`src/logic/biu_pkg.sv`:
```
/* Widths, AHB3-Lite encodings, transfer enums and the request
   and bus structs shared by the data memory path */
package biu_pkg;

  ////////////////////////////////////////////////////////////
  // Widths
  ////////////////////////////////////////////////////////////

  // CPU data and address width
  localparam int XLEN = 32;
  localparam int ALEN = 32;

  // AHB field widths
  localparam int HSIZE_SIZE  = 3;
  localparam int HTRANS_SIZE = 2;
  localparam int HBURST_SIZE = 3;
  localparam int HPROT_SIZE  = 4;

  ////////////////////////////////////////////////////////////
  // AHB constants
  ////////////////////////////////////////////////////////////

  // Only single transfers are issued
  localparam logic [HBURST_SIZE-1:0] HBURST_SINGLE = 3'b000;

  // Data access, privileged, non-bufferable, non-cacheable
  localparam logic [HPROT_SIZE-1:0] HPROT_DATA_PRIV = 4'b0011;

  // Slave response codes
  localparam logic HRESP_OKAY  = 1'b0;
  localparam logic HRESP_ERROR = 1'b1;

  ////////////////////////////////////////////////////////////
  // Enums
  ////////////////////////////////////////////////////////////

  // Transfer size, same codes as HSIZE
  typedef enum logic [HSIZE_SIZE-1:0] {
    BYTE  = 3'b000,
    HWORD = 3'b001,
    WORD  = 3'b010
  } biu_size_t;

  // AHB transfer type
  typedef enum logic [HTRANS_SIZE-1:0] {
    HTRANS_IDLE   = 2'b00,
    HTRANS_BUSY   = 2'b01,
    HTRANS_NONSEQ = 2'b10,
    HTRANS_SEQ    = 2'b11
  } htrans_t;

  ////////////////////////////////////////////////////////////
  // Structs
  ////////////////////////////////////////////////////////////

  // CPU load/store request, write data already lane aligned
  typedef struct packed {
    logic [ALEN-1:0] adr;
    biu_size_t       size;
    logic            we;
    logic            lock;
    logic [XLEN-1:0] d;
  } dmem_req_t;

  // Controller to BIU request
  typedef struct packed {
    logic [ALEN-1:0] adr;
    biu_size_t       size;
    logic            we;
    logic            lock;
    logic [XLEN-1:0] d;
  } biu_req_t;

  // AHB master outputs
  typedef struct packed {
    logic                   hsel;
    logic [ALEN-1:0]        haddr;
    logic [XLEN-1:0]        hwdata;
    logic                   hwrite;
    logic [HSIZE_SIZE-1:0]  hsize;
    logic [HBURST_SIZE-1:0] hburst;
    logic [HPROT_SIZE-1:0]  hprot;
    htrans_t                htrans;
    logic                   hmastlock;
  } ahb_m2s_t;

  // AHB slave responses
  typedef struct packed {
    logic [XLEN-1:0] hrdata;
    logic            hready;
    logic            hresp;
  } ahb_s2m_t;

endpackage

```
`src/logic/biu_ahb3lite.sv`:
```
/* AHB3-Lite master BIU, address phase, data-phase register,
   wait state handling and two-cycle error response */
`timescale 1ns/100ps

module biu_ahb3lite
  import biu_pkg::*;
(
  input  logic            HCLK,
  input  logic            rst_n_i,

  // Strobe/acknowledge side
  input  logic            biu_stb_i,
  input  biu_req_t        biu_req_i,
  output logic            biu_stb_ack_o,
  output logic            biu_ack_o,
  output logic            biu_err_o,
  output logic [XLEN-1:0] biu_q_o,

  // AHB side
  output ahb_m2s_t        ahb_o,
  input  ahb_s2m_t        ahb_i
);

  ////////////////////////////////////////////////////////////
  // Declarations
  ////////////////////////////////////////////////////////////

  // Transfer in its data phase
  typedef struct packed {
    logic            valid;
    logic            we;
    logic [XLEN-1:0] d;
  } dphase_t;

  dphase_t dp;

  // First cycle of a slave error response
  logic    err_first;

  // Address phase driven this cycle
  logic    addr_phase;

  // Data phase ends on this edge
  logic    dp_done;

  ////////////////////////////////////////////////////////////
  // Address phase
  ////////////////////////////////////////////////////////////

  // Error shows as HRESP high with HREADY low first
  assign err_first = dp.valid & ~ahb_i.hready & (ahb_i.hresp == HRESP_ERROR);

  // NONSEQ while strobed, dropped to IDLE on error cycle one
  assign addr_phase = biu_stb_i & ~err_first;

  // Hand-off once the slave takes the address
  assign biu_stb_ack_o = addr_phase & ahb_i.hready;

  always_comb
  begin
    ahb_o.hsel      = addr_phase;
    ahb_o.haddr     = biu_req_i.adr;
    ahb_o.hwrite    = biu_req_i.we;
    ahb_o.hsize     = biu_req_i.size;
    ahb_o.hburst    = HBURST_SINGLE;
    ahb_o.hprot     = HPROT_DATA_PRIV;
    ahb_o.htrans    = addr_phase ? HTRANS_NONSEQ : HTRANS_IDLE;
    ahb_o.hmastlock = addr_phase & biu_req_i.lock;

    // Write data belongs to the previous address phase
    ahb_o.hwdata    = dp.d;
  end

  ////////////////////////////////////////////////////////////
  // Data phase register
  ////////////////////////////////////////////////////////////

  // Loaded whenever HREADY closes the current phase,
  // so data phase and next address phase overlap
  always_ff @(posedge HCLK or negedge rst_n_i)
  begin
    if (!rst_n_i)
    begin
      dp <= '0;
    end
    else if (ahb_i.hready)
    begin
      dp.valid <= biu_stb_ack_o;
      dp.we    <= biu_req_i.we;
      dp.d     <= biu_req_i.d;
    end
  end

  ////////////////////////////////////////////////////////////
  // Response
  ////////////////////////////////////////////////////////////

  // Last HREADY of a valid data phase
  assign dp_done = dp.valid & ahb_i.hready;

  // Single-cycle pulses, one cycle after the final HREADY
  always_ff @(posedge HCLK or negedge rst_n_i)
  begin
    if (!rst_n_i)
    begin
      biu_ack_o <= 1'b0;
      biu_err_o <= 1'b0;
    end
    else
    begin
      biu_ack_o <= dp_done & (ahb_i.hresp == HRESP_OKAY);
      biu_err_o <= dp_done & (ahb_i.hresp == HRESP_ERROR);
    end
  end

  // Read data capture
  always_ff @(posedge HCLK)
  begin
    if (dp_done & ~dp.we)
      biu_q_o <= ahb_i.hrdata;
  end

endmodule

```
`src/logic/dmem_ahb3lite_top.sv`:
```
/* Data memory path top level, controller and AHB3-Lite BIU */
`timescale 1ns/100ps

module dmem_ahb3lite_top
  import biu_pkg::*;
(
  input  logic            HCLK,
  input  logic            rst_n_i,

  // CPU load/store port
  input  logic            mem_req_i,
  input  dmem_req_t       mem_d_i,
  output logic            mem_gnt_o,
  output logic            mem_ack_o,
  output logic            mem_err_o,
  output logic [XLEN-1:0] mem_q_o,

  // AHB3-Lite master port
  output ahb_m2s_t        ahb_o,
  input  ahb_s2m_t        ahb_i
);

  ////////////////////////////////////////////////////////////
  // Controller to BIU wires
  ////////////////////////////////////////////////////////////

  logic            biu_stb;
  biu_req_t        biu_req;
  logic            biu_stb_ack;
  logic            biu_ack;
  logic            biu_err;
  logic [XLEN-1:0] biu_q;

  // Alignment check and in-order tracking
  dmem_ctrl u_dmem_ctrl (
    .HCLK          ( HCLK        ),
    .rst_n_i       ( rst_n_i     ),
    .mem_req_i     ( mem_req_i   ),
    .mem_d_i       ( mem_d_i     ),
    .mem_gnt_o     ( mem_gnt_o   ),
    .mem_ack_o     ( mem_ack_o   ),
    .mem_err_o     ( mem_err_o   ),
    .mem_q_o       ( mem_q_o     ),
    .biu_stb_o     ( biu_stb     ),
    .biu_req_o     ( biu_req     ),
    .biu_stb_ack_i ( biu_stb_ack ),
    .biu_ack_i     ( biu_ack     ),
    .biu_err_i     ( biu_err     ),
    .biu_q_i       ( biu_q       )
  );

  // AHB3-Lite master
  biu_ahb3lite u_biu (
    .HCLK          ( HCLK        ),
    .rst_n_i       ( rst_n_i     ),
    .biu_stb_i     ( biu_stb     ),
    .biu_req_i     ( biu_req     ),
    .biu_stb_ack_o ( biu_stb_ack ),
    .biu_ack_o     ( biu_ack     ),
    .biu_err_o     ( biu_err     ),
    .biu_q_o       ( biu_q       ),
    .ahb_o         ( ahb_o       ),
    .ahb_i         ( ahb_i       )
  );

endmodule

```
`src/logic/dmem_ctrl.sv`:
```
/* Data memory controller, misalignment check, two-entry in-order
   completion queue and CPU response mux */
`timescale 1ns/100ps

module dmem_ctrl
  import biu_pkg::*;
(
  input  logic            HCLK,
  input  logic            rst_n_i,

  // CPU side
  input  logic            mem_req_i,
  input  dmem_req_t       mem_d_i,
  output logic            mem_gnt_o,
  output logic            mem_ack_o,
  output logic            mem_err_o,
  output logic [XLEN-1:0] mem_q_o,

  // BIU side
  output logic            biu_stb_o,
  output biu_req_t        biu_req_o,
  input  logic            biu_stb_ack_i,
  input  logic            biu_ack_i,
  input  logic            biu_err_i,
  input  logic [XLEN-1:0] biu_q_i
);

  ////////////////////////////////////////////////////////////
  // Declarations
  ////////////////////////////////////////////////////////////

  // Completion source of a queued request
  typedef enum logic {
    TAG_BUS,
    TAG_LOCAL
  } tag_t;

  logic       misaligned;
  logic       slot_free;
  logic       push;
  logic       pop;
  logic       head_local;

  // Queue occupancy and pointers
  logic [1:0] cnt;
  logic       wr_ptr;
  logic       rd_ptr;
  tag_t       tag_q [2];

  ////////////////////////////////////////////////////////////
  // Request side
  ////////////////////////////////////////////////////////////

  // Alignment check on size and low address bits
  always_comb
  begin
    case (mem_d_i.size)
      BYTE:    misaligned = 1'b0;
      HWORD:   misaligned = mem_d_i.adr[0];
      WORD:    misaligned = |mem_d_i.adr[1:0];
      default: misaligned = 1'b1;
    endcase
  end

  // At most two requests in flight
  assign slot_free = (cnt != 2'd2);

  // Only aligned requests go to the bus
  assign biu_stb_o = mem_req_i & ~misaligned & slot_free;

  always_comb
  begin
    biu_req_o.adr  = mem_d_i.adr;
    biu_req_o.size = mem_d_i.size;
    biu_req_o.we   = mem_d_i.we;
    biu_req_o.lock = mem_d_i.lock;
    biu_req_o.d    = mem_d_i.d;
  end

  // Bus requests granted on address phase hand-off,
  // misaligned ones as soon as a slot is free
  assign mem_gnt_o = slot_free & (misaligned | biu_stb_ack_i);
  assign push      = mem_req_i & mem_gnt_o;

  ////////////////////////////////////////////////////////////
  // In-order tag queue
  ////////////////////////////////////////////////////////////

  // Local error waiting at the head
  assign head_local = (cnt != 2'd0) & (tag_q[rd_ptr] == TAG_LOCAL);

  // Head leaves on bus completion or after one cycle as local error
  assign pop = biu_ack_i | biu_err_i | head_local;

  always_ff @(posedge HCLK or negedge rst_n_i)
  begin
    if (!rst_n_i)
    begin
      cnt    <= 2'd0;
      wr_ptr <= 1'b0;
      rd_ptr <= 1'b0;
    end
    else
    begin
      case ({push, pop})
        2'b10:   cnt <= cnt + 2'd1;
        2'b01:   cnt <= cnt - 2'd1;
        default: cnt <= cnt;
      endcase

      if (push)
        wr_ptr <= ~wr_ptr;
      if (pop)
        rd_ptr <= ~rd_ptr;
    end
  end

  // Tag storage, qualified by cnt
  always_ff @(posedge HCLK)
  begin
    if (push)
      tag_q[wr_ptr] <= misaligned ? TAG_LOCAL : TAG_BUS;
  end

  ////////////////////////////////////////////////////////////
  // CPU response mux
  ////////////////////////////////////////////////////////////

  // One pulse per completion, errors included
  assign mem_ack_o = head_local | biu_ack_i | biu_err_i;
  assign mem_err_o = head_local | biu_err_i;

  // No read data for a local error
  assign mem_q_o   = head_local ? '0 : biu_q_i;

endmodule

```
`config.mk`:
```
export PLATFORM = sky130hd
export DESIGN_NAME = dmem_ahb3lite_top
export DESIGN_NICKNAME = d
export VERILOG_FILES = /design/src/logic/biu_pkg.sv /design/src/logic/biu_ahb3lite.sv /design/src/logic/dmem_ahb3lite_top.sv /design/src/logic/dmem_ctrl.sv
export SDC_FILE = /design/constraint.sdc
export NUM_CORES = 1
export LEC_CHECK = 0
export CAP_MARGIN = 20
export CELL_PAD_IN_SITES_DETAIL_PLACEMENT = 0
export CELL_PAD_IN_SITES_GLOBAL_PLACEMENT = 2
export CORE_UTILIZATION = 37
export CTS_CLUSTER_SIZE = 25
export DETAILED_ROUTE_END_ITERATION = 10
export DONT_BUFFER_PORTS = 1
export GPL_ROUTABILITY_DRIVEN = 1
export MAX_ROUTING_LAYER = met4
export PLACE_DENSITY_LB_ADDON = 0.1
export SYNTH_ARGS = -nofsm -noshare
export SYNTH_HDL_FRONTEND = slang
export SYNTH_SLANG_ARGS = --single-unit
```
`constraint.sdc`:
```
create_clock -name HCLK -period 2.8 [get_ports HCLK]
set_input_delay 0.84 -clock HCLK [delete_from_list [all_inputs] [get_ports HCLK]]
set_output_delay 0.84 -clock HCLK [all_outputs]
set_load 0.03 [all_outputs]
```
==> metrics.txt, run 1 <==
# TYPE chip_impl_metric gauge
chip_impl_info{name="outcome",value="finished, final reports clean"} 1
chip_impl_info{name="highest_layer",value="met4"} 1
chip_impl_metric{name="first_global_vias",unit=""} 1691
chip_impl_info{name="yosys_top_cell_by_area",value="edfxtp_1"} 1
chip_impl_metric{name="number_of_flip_flops_and_latches_in_the_synthesized_netlist",unit=""} 74
chip_impl_info{name="min_path_type",value="input port to async pin"} 1
chip_impl_metric{name="floorplan.die_area",unit="µm²"} 9780
chip_impl_metric{name="yosys.area.top_type_share",unit="%"} 29.4
chip_impl_info{name="synth.top_cells.by_area",value="edfxtp_1 (29%), dfrtp_1 (29%), buf_4 (17%), mux2_2 (11%), nor2b_1 (5.8%)"} 1
chip_impl_metric{name="syn_inst",unit=""} 265
chip_impl_info{name="path_class",value="input port to output pin"} 1
chip_impl_metric{name="final_layout_size_suffix_gt1_share",unit="%"} 38.5
chip_impl_metric{name="timing_worst_slew_pin_value",unit="ns"} 0.641
chip_impl_info{name="critical_path.endpoint_type",value="output pin"} 1
chip_impl_metric{name="gp_congestion",unit=""} 0.721
chip_impl_metric{name="synthXorXnorAreaFrac",unit="%"} 1.01
chip_impl_metric{name="wirelength_met1",unit="µm"} 2600
chip_impl_metric{name="fin_worst_skew",unit="ns"} 0.00349
chip_impl_metric{name="post-dp-hpwl",unit="µm"} 4250
chip_impl_metric{name="worst_hold_slack",unit="ns"} 0.192
chip_impl_metric{name="drt_pre_antenna_iters",unit=""} 4
chip_impl_metric{name="post-place-cells",unit=""} 330
chip_impl_metric{name="wirelength",unit="µm"} 6070
chip_impl_metric{name="first_pass_grt_wire_length",unit="µm"} 9070
chip_impl_info{name="post_synth_most_frequent_cells",value="buf_4 (78), dfrtp_1 (40), edfxtp_1 (34), mux2_2 (33), nor2b_1 (32)"} 1
chip_impl_metric{name="tns",unit="ns"} 0
chip_impl_metric{name="slew_viol_final",unit=""} 0
chip_impl_metric{name="static_leakage_power",unit="nW"} 1.40
chip_impl_info{name="most_instantiated_library_cell_after_synthesis",value="buf_4"} 1
chip_impl_metric{name="synthAdderAreaFrac",unit="%"} 0.360
chip_impl_metric{name="clock.fmax",unit="MHz"} 372
chip_impl_metric{name="layoutNonFillerInstCount",unit=""} 347
chip_impl_metric{name="clock-sinks",unit=""} 74
chip_impl_metric{name="met3_wirelength",unit="µm"} 676
chip_impl_metric{name="cts_hold_repair.buffers",unit=""} 0
chip_impl_metric{name="max-vdd-ir-drop",unit="V"} 0.000269
chip_impl_metric{name="die-height",unit="µm"} 98.9
chip_impl_metric{name="drc_errors",unit=""} 0
chip_impl_info{name="cts_tree",value="done"} 1
chip_impl_metric{name="grt_antenna_before_repair",unit=""} 0
chip_impl_metric{name="met2_wirelength",unit="µm"} 2740
chip_impl_metric{name="r2r.worst_path.cells",unit=""} 6
chip_impl_metric{name="synth_simple_gate_area_share",unit="%"} 9.36
chip_impl_metric{name="maxCapViolations",unit=""} 0
chip_impl_metric{name="gr-total-overflow",unit=""} 0
chip_impl_metric{name="hold_viol",unit=""} 0
chip_impl_metric{name="multiplexer_share_of_the_synthesized_area",unit="%"} 11.0
chip_impl_metric{name="finalCritPeriodShare",unit="%"} 96.0
chip_impl_info{name="clk_root_buffer_cell",value="clkbuf_8"} 1
chip_impl_info{name="synth_top_family_by_area",value="buffers and inverters"} 1
chip_impl_metric{name="synth-seq-area-share",unit="%"} 58.2
chip_impl_metric{name="max-slew-margin-rel",unit="%"} 57.2
chip_impl_metric{name="number_of_inserted_diodes",unit=""} 0
chip_impl_metric{name="fp-row-count",unit=""} 34
chip_impl_metric{name="critPathRequiredTime",unit="ns"} 1.96
chip_impl_metric{name="worst_skew_pair.late_latency",unit="ns"} 0.33
chip_impl_metric{name="grt_util_all_layers",unit="%"} 12.6
chip_impl_metric{name="numCtsBuffers",unit=""} 9
chip_impl_metric{name="critical_path_arrival",unit="ns"} 1.85
chip_impl_metric{name="cts.htree.levels",unit=""} 3
chip_impl_metric{name="filler_cell_count",unit=""} 835
chip_impl_metric{name="ys_async_sr_fraction",unit="%"} 54.1
chip_impl_metric{name="ys_warnings",unit=""} 0
chip_impl_metric{name="core_area",unit="µm²"} 8890
chip_impl_metric{name="route.antenna.remaining_nets",unit=""} 0
chip_impl_metric{name="synth_compound_gate_area_share",unit="%"} 1.73
chip_impl_metric{name="synth-edff-count",unit=""} 34
chip_impl_info{name="synth_top_flop_cell",value="dfrtp_1"} 1
chip_impl_metric{name="area_delta_synth_final",unit="%"} 1.15
chip_impl_metric{name="crit_path_max_fanout",unit=""} 7
chip_impl_metric{name="placement.io_buffers",unit=""} 0
chip_impl_metric{name="grt_start_max_net_pins",unit=""} 41
chip_impl_metric{name="post-cts-setup-buffers",unit=""} 0
chip_impl_metric{name="synth.distinct_cells",unit=""} 33
chip_impl_metric{name="clockBufferDepth",unit=""} 2
chip_impl_metric{name="final_net_count",unit=""} 341
chip_impl_metric{name="first_iter_violations",unit=""} 42
chip_impl_metric{name="mappedNetlistArea",unit="µm²"} 3470
chip_impl_metric{name="initial_core_util",unit="%"} 39.1
chip_impl_metric{name="pin_count",unit=""} 220
chip_impl_metric{name="power.density_cell_area",unit="nW/µm²"} 928
chip_impl_metric{name="clk_pin_slew",unit="ns"} 0.08
chip_impl_metric{name="post_drt_wl_per_cell",unit="µm"} 17.5
chip_impl_metric{name="chipWidth",unit="µm"} 98.9
chip_impl_info{name="timing.critical_path.from_type",value="input port"} 1
chip_impl_metric{name="period_needed",unit="ns"} 2.69
chip_impl_info{name="grt_setup_unrepaired",value="false"} 1
chip_impl_metric{name="routed_via_count",unit=""} 1648
chip_impl_metric{name="synth.avg_cell_area",unit="µm²"} 13.1
chip_impl_metric{name="finalSetupViolations",unit=""} 0
chip_impl_metric{name="route.detailed.vias_per_inst",unit=""} 4.75
==> layout by cell type, fill, tap and decap left out, drive strengths merged, types with 2 or more instances in the layout <==
cell and instances:
or2 2, conb 8, nor2 9, edfxtp 34, mux2 33, buf 36, nand2 4, dfrtp 40
nand3b 2, xor2 2, o21a 2, inv 2, nor2b 32, nor3b 2, xnor2 2, o21ai 2
clkbuf 13
==> area by class of cell <==
cell class / count / area [µm²] / area share (%)
well taps: 108 / 135 / 3.84
flip-flops and latches: 74 / 2020 / 57.5
inverters: 1 / 3.75 / 0.107
multi-input cells: 112 / 872 / 24.8
repair buffers: 36 / 283 / 8.05
clock buffers: 13 / 180 / 5.13
clock inverters: 3 / 18.8 / 0.534
==> metrics by stage <==
| stage | util (%) | power (mW) | cell area [µm²] | setup slack, ns |
|---|---|---|---|---|
| 3_3_place_gp | 37.1 | 2.44 | 3300 | 0.129 |
| 4_1_cts | 39.4 | 3.28 | 3500 | 0.0198 |
| 6_report | 39.5 | 3.26 | 3510 | 0.111 |
| 5_1_grt | 39.5 | 3.44 | 3510 | 0.00868 |
| 3_5_place_dp | 37.1 | 2.46 | 3300 | 0.0488 |
| 2_1_floorplan | - | 2.34 | 3500 | 0.155 |
==> where the power goes <==
group	internal [mW]	switching [mW]	total, mW
Sequential	1.24	0.166	1.40
Clock	0.424	0.382	0.806
Combinational	0.381	0.670	1.05
==> cells by family (layout without fill, tap and decap cells) <==
group,Yosys count,in the layout
buf+inv,86,53
flops,74,74
compound gates,8,8
other cells,2,8
simple gates,56,57
mux,34,34
xor+xnor,4,4
fa+ha+maj,1,1
==> worst max-delay path, stage by stage <==
cell	delay, ns
nor4_1	0.34
nor2_1	0.20
nor3b_2	0.28
buf_12	0.18
==> registers in the layout, indices dropped and copies added (netlist names) <==
| signal | flops |
|---|---|
| u_biu.ahb_o | 32 |
| u_biu.biu_q_o | 32 |
| u_biu.dp | 2 |
| u_dmem_ctrl.cnt | 2 |
| u_dmem_ctrl.tag_q | 2 |
| u_biu.biu_ack_o | 1 |
| u_biu.biu_err_o | 1 |
| u_dmem_ctrl.rd_ptr | 1 |
| u_dmem_ctrl.wr_ptr | 1 |
==> metal layers <==
metal  vias to the layer above  track usage [%]
met2                       119             18.2
met4                         0             3.90
met3                        10             6.10
met1                       781             15.5
met5                         -                -
li1                        738                -
==> path summary, 6_finish.rpt <==
check | start | end | slack (ns)
min in group HCLK | u_dmem_ctrl.cnt[1] | u_dmem_ctrl.cnt[1] | 0.52
worst max register to register | u_dmem_ctrl.cnt[0] | u_dmem_ctrl.cnt[1] | 0.96
worst min-delay path | rst_n_i | u_biu.ahb_o[32] | 0.19
max in group asynchronous | rst_n_i | u_biu.ahb_o[42] | 2.52
worst max-delay path | mem_d_i[34] | ahb_o[78] | 0.11
worst min register to register | u_dmem_ctrl.cnt[1] | u_dmem_ctrl.cnt[1] | 0.52
==> what timing repair did <==
item	4_1_cts	5_1_grt
cloned	0	1
gates resized for setup	1	1
pin swaps	0	1
endpoints found under the setup margin	33	12
endpoints found under the hold margin	0	0
Note: power is estimated with default switching activity, not from simulation.
==> inputs of run 2 (changes only) <==
--- a/config.mk
+++ b/config.mk
@@ -8,13 +8,15 @@
 export CAP_MARGIN = 20
 export CELL_PAD_IN_SITES_DETAIL_PLACEMENT = 0
 export CELL_PAD_IN_SITES_GLOBAL_PLACEMENT = 2
-export CORE_UTILIZATION = 37
+export CORE_UTILIZATION = 38
+export CTS_BUF_LIST = sky130_fd_sc_hd__clkbuf_8
 export CTS_CLUSTER_SIZE = 25
 export DETAILED_ROUTE_END_ITERATION = 10
 export DONT_BUFFER_PORTS = 1
 export GPL_ROUTABILITY_DRIVEN = 1
 export MAX_ROUTING_LAYER = met4
 export PLACE_DENSITY_LB_ADDON = 0.1
+export REMOVE_ABC_BUFFERS = 1
 export SYNTH_ARGS = -nofsm -noshare
 export SYNTH_HDL_FRONTEND = slang
 export SYNTH_SLANG_ARGS = --single-unit
==> metrics.txt, run 2 (synthesis results as in run 1) <==
# TYPE chip_impl_metric gauge
chip_impl_metric{name="initial_core_util",unit="%"} 39.5
chip_impl_metric{name="drt_pre_antenna_iters",unit=""} 7
chip_impl_metric{name="power.density_cell_area",unit="nW/µm²"} 953
chip_impl_metric{name="pin_count",unit=""} 220
chip_impl_metric{name="post-dp-hpwl",unit="µm"} 5240
chip_impl_metric{name="post-place-cells",unit=""} 331
chip_impl_metric{name="max-vdd-ir-drop",unit="V"} 0.000275
chip_impl_info{name="min_path_type",value="input port to async pin"} 1
chip_impl_metric{name="period_needed",unit="ns"} 2.67
chip_impl_metric{name="maxCapViolations",unit=""} 0
chip_impl_metric{name="pwr-share-comb",unit="%"} 31.7
chip_impl_metric{name="route.detailed.vias_per_inst",unit=""} 4.83
chip_impl_metric{name="post-cts-setup-buffers",unit=""} 0
chip_impl_metric{name="worst_skew_pair.late_latency",unit="ns"} 0.33
chip_impl_metric{name="slew_viol_final",unit=""} 0
chip_impl_metric{name="first_pass_grt_wire_length",unit="µm"} 10400
chip_impl_metric{name="numCtsBuffers",unit=""} 9
chip_impl_metric{name="layoutNonFillerInstCount",unit=""} 347
chip_impl_info{name="layout.cells.most_common",value="dfrtp_1"} 1
chip_impl_metric{name="post_cts_gate_resize_count",unit=""} 0
chip_impl_metric{name="pre_cts_slack",unit="ns"} 0.116
chip_impl_metric{name="routed_via_count",unit=""} 1677
chip_impl_metric{name="wirelength",unit="µm"} 6970
chip_impl_metric{name="grt_antenna_before_repair",unit=""} 0
chip_impl_info{name="critical_path.cell_chain",value="nor4_1, nor2_1, nor3b_2, buf_12"} 1
chip_impl_info{name="clk_root_buffer_cell",value="clkbuf_8"} 1
chip_impl_metric{name="grt_start_max_net_pins",unit=""} 41
chip_impl_metric{name="filler_cell_count",unit=""} 821
chip_impl_info{name="grt_setup_unrepaired",value="false"} 1
chip_impl_info{name="crit_family",value="simple AND/OR/NAND/NOR gates"} 1
chip_impl_metric{name="grt_util_all_layers",unit="%"} 15.5
chip_impl_metric{name="cts.htree.levels",unit=""} 3
chip_impl_metric{name="first_iter_violations",unit=""} 70
chip_impl_metric{name="fin_worst_skew",unit="ns"} 0.00764
chip_impl_metric{name="floorplan.die_area",unit="µm²"} 9530
chip_impl_metric{name="area_delta_synth_final",unit="%"} 1.94
chip_impl_metric{name="first_global_vias",unit=""} 1792
chip_impl_metric{name="route.antenna.remaining_nets",unit=""} 0
chip_impl_metric{name="number_of_inserted_diodes",unit=""} 0
chip_impl_metric{name="chipWidth",unit="µm"} 97.6
chip_impl_metric{name="sequential_power_share",unit="%"} 41.6
chip_impl_info{name="timing.critical_path.from_type",value="input port"} 1
chip_impl_metric{name="drc_errors",unit=""} 24
chip_impl_metric{name="core_area",unit="µm²"} 8810
chip_impl_info{name="outcome",value="finished, violations left"} 1
chip_impl_metric{name="critPathRequiredTime",unit="ns"} 1.96
chip_impl_metric{name="hold_viol",unit=""} 0
chip_impl_metric{name="tns",unit="ns"} 0
chip_impl_info{name="critPathSlowestCell",value="nor4_1"} 1
chip_impl_metric{name="clock-sinks",unit=""} 74
chip_impl_metric{name="post_drt_wl_per_cell",unit="µm"} 20.1
chip_impl_metric{name="finalSetupViolations",unit=""} 0
chip_impl_metric{name="swShare",unit="%"} 35.6
chip_impl_metric{name="worst-path-buf-inv",unit=""} 1
chip_impl_metric{name="area.sequential",unit="µm²"} 2020
chip_impl_metric{name="clock.fmax",unit="MHz"} 374
chip_impl_metric{name="die-height",unit="µm"} 97.6
chip_impl_metric{name="finalCritPeriodShare",unit="%"} 95.4
chip_impl_metric{name="p_switching",unit="mW"} 1.20
chip_impl_metric{name="gr-total-overflow",unit=""} 0
chip_impl_metric{name="power.clock.fraction",unit="%"} 26.7
chip_impl_metric{name="final_net_count",unit=""} 341
chip_impl_metric{name="critical_path_arrival",unit="ns"} 1.83
chip_impl_metric{name="static_leakage_power",unit="nW"} 1.42
chip_impl_info{name="cts_tree",value="done"} 1
chip_impl_metric{name="fp-row-count",unit=""} 34
chip_impl_metric{name="reg2reg_slack",unit="ns"} 0.98
chip_impl_metric{name="multi_input_area",unit="µm²"} 852
chip_impl_metric{name="setup_slack",unit="ns"} 0.128
chip_impl_info{name="path_class",value="input port to output pin"} 1
chip_impl_metric{name="clockBufferDepth",unit=""} 2
chip_impl_metric{name="placement.io_buffers",unit=""} 0
chip_impl_metric{name="gp_congestion",unit=""} 0.739
chip_impl_metric{name="clk_pin_slew",unit="ns"} 0.08
chip_impl_info{name="violations_in_the_final_reports",value="DRC"} 1
chip_impl_metric{name="internal_power",unit="mW"} 2.17
chip_impl_metric{name="timing.critical_path.slowest_cell_delay",unit="ns"} 0.33
chip_impl_metric{name="crit_path_max_fanout",unit=""} 7
chip_impl_metric{name="final_layout_size_suffix_gt1_share",unit="%"} 37.7
chip_impl_info{name="critical_path.endpoint_type",value="output pin"} 1
chip_impl_metric{name="cts_hold_repair.buffers",unit=""} 0
chip_impl_info{name="final_cell_mix",value="dfrtp_1 (40), buf_4 (35), edfxtp_1 (34)"} 1
[run 2: cell count changes in the layout (fill, tap and decap cells not counted)]
cell and change:
bufinv_16 +2, buf_16 +1, clkbuf_1 -1, clkbuf_16 -1, clkbuf_8 -1, clkinv_2 +1, inv_1 +1, inv_4 -1
mux2i_1 +1, mux2i_2 -1, nor2_4 -1, nor3_1 +1, nor3_2 -1
[run 2: final timing paths]
kind                       cells past startpoint               start                 end
max                                            4         mem_d_i[34]            ahb_o[2]
min                                            0             rst_n_i        u_biu.dp[33]
min in group HCLK                              1  u_dmem_ctrl.rd_ptr  u_dmem_ctrl.rd_ptr
min reg2reg                                    1  u_dmem_ctrl.rd_ptr  u_dmem_ctrl.rd_ptr
max reg2reg                                    6  u_dmem_ctrl.cnt[0]  u_dmem_ctrl.cnt[1]
max in group asynchronous                      0             rst_n_i     u_biu.ahb_o[31]
[run 2: layer usage]
layer | wire (µm) | up-vias | track usage, %
li1 | - | 736 | -
met1 | 3060 | 793 | 19.9
met2 | 2860 | 142 | 19.6
met3 | 984 | 6 | 10.7
met4 | 62 | 0 | 3.61
met5 | 0 | - | -
[run 2: power groups by stage]
| stage | Clock [mW] | Sequential (mW) | Combinational [mW] |
|---|---|---|---|
| final | 0.902 | 1.40 | 1.07 |
| after global routing | 0.988 | 1.42 | 1.14 |
| after CTS | 0.929 | 1.41 | 1.08 |
| after detailed placement | 0 | 1.43 | 1.08 |
| after global placement | 0 | 1.42 | 1.02 |
| after floorplan | 0 | 1.40 | 0.715 |
[run 2: metrics by stage]
stage	hold slack, ns	util (%)	cell area, µm²	total power [mW]
2_1_floorplan	0.463	-	2870	2.12
3_3_place_gp	0.476	37.4	3300	2.44
3_5_place_dp	0.493	37.7	3320	2.51
4_1_cts	0.172	40.2	3540	3.41
5_1_grt	0.152	40.2	3540	3.55
6_report	0.192	40.2	3540	3.38
[run 2: final cells by class]
type / count / area share [%]
clock buffers: 10 / 3.89
repair buffers: 37 / 8.76
inverters: 1 / 0.106
multi-input cells: 111 / 24.1
well taps: 108 / 3.81
flip-flops and latches: 74 / 57.1
clock inverters: 6 / 2.30
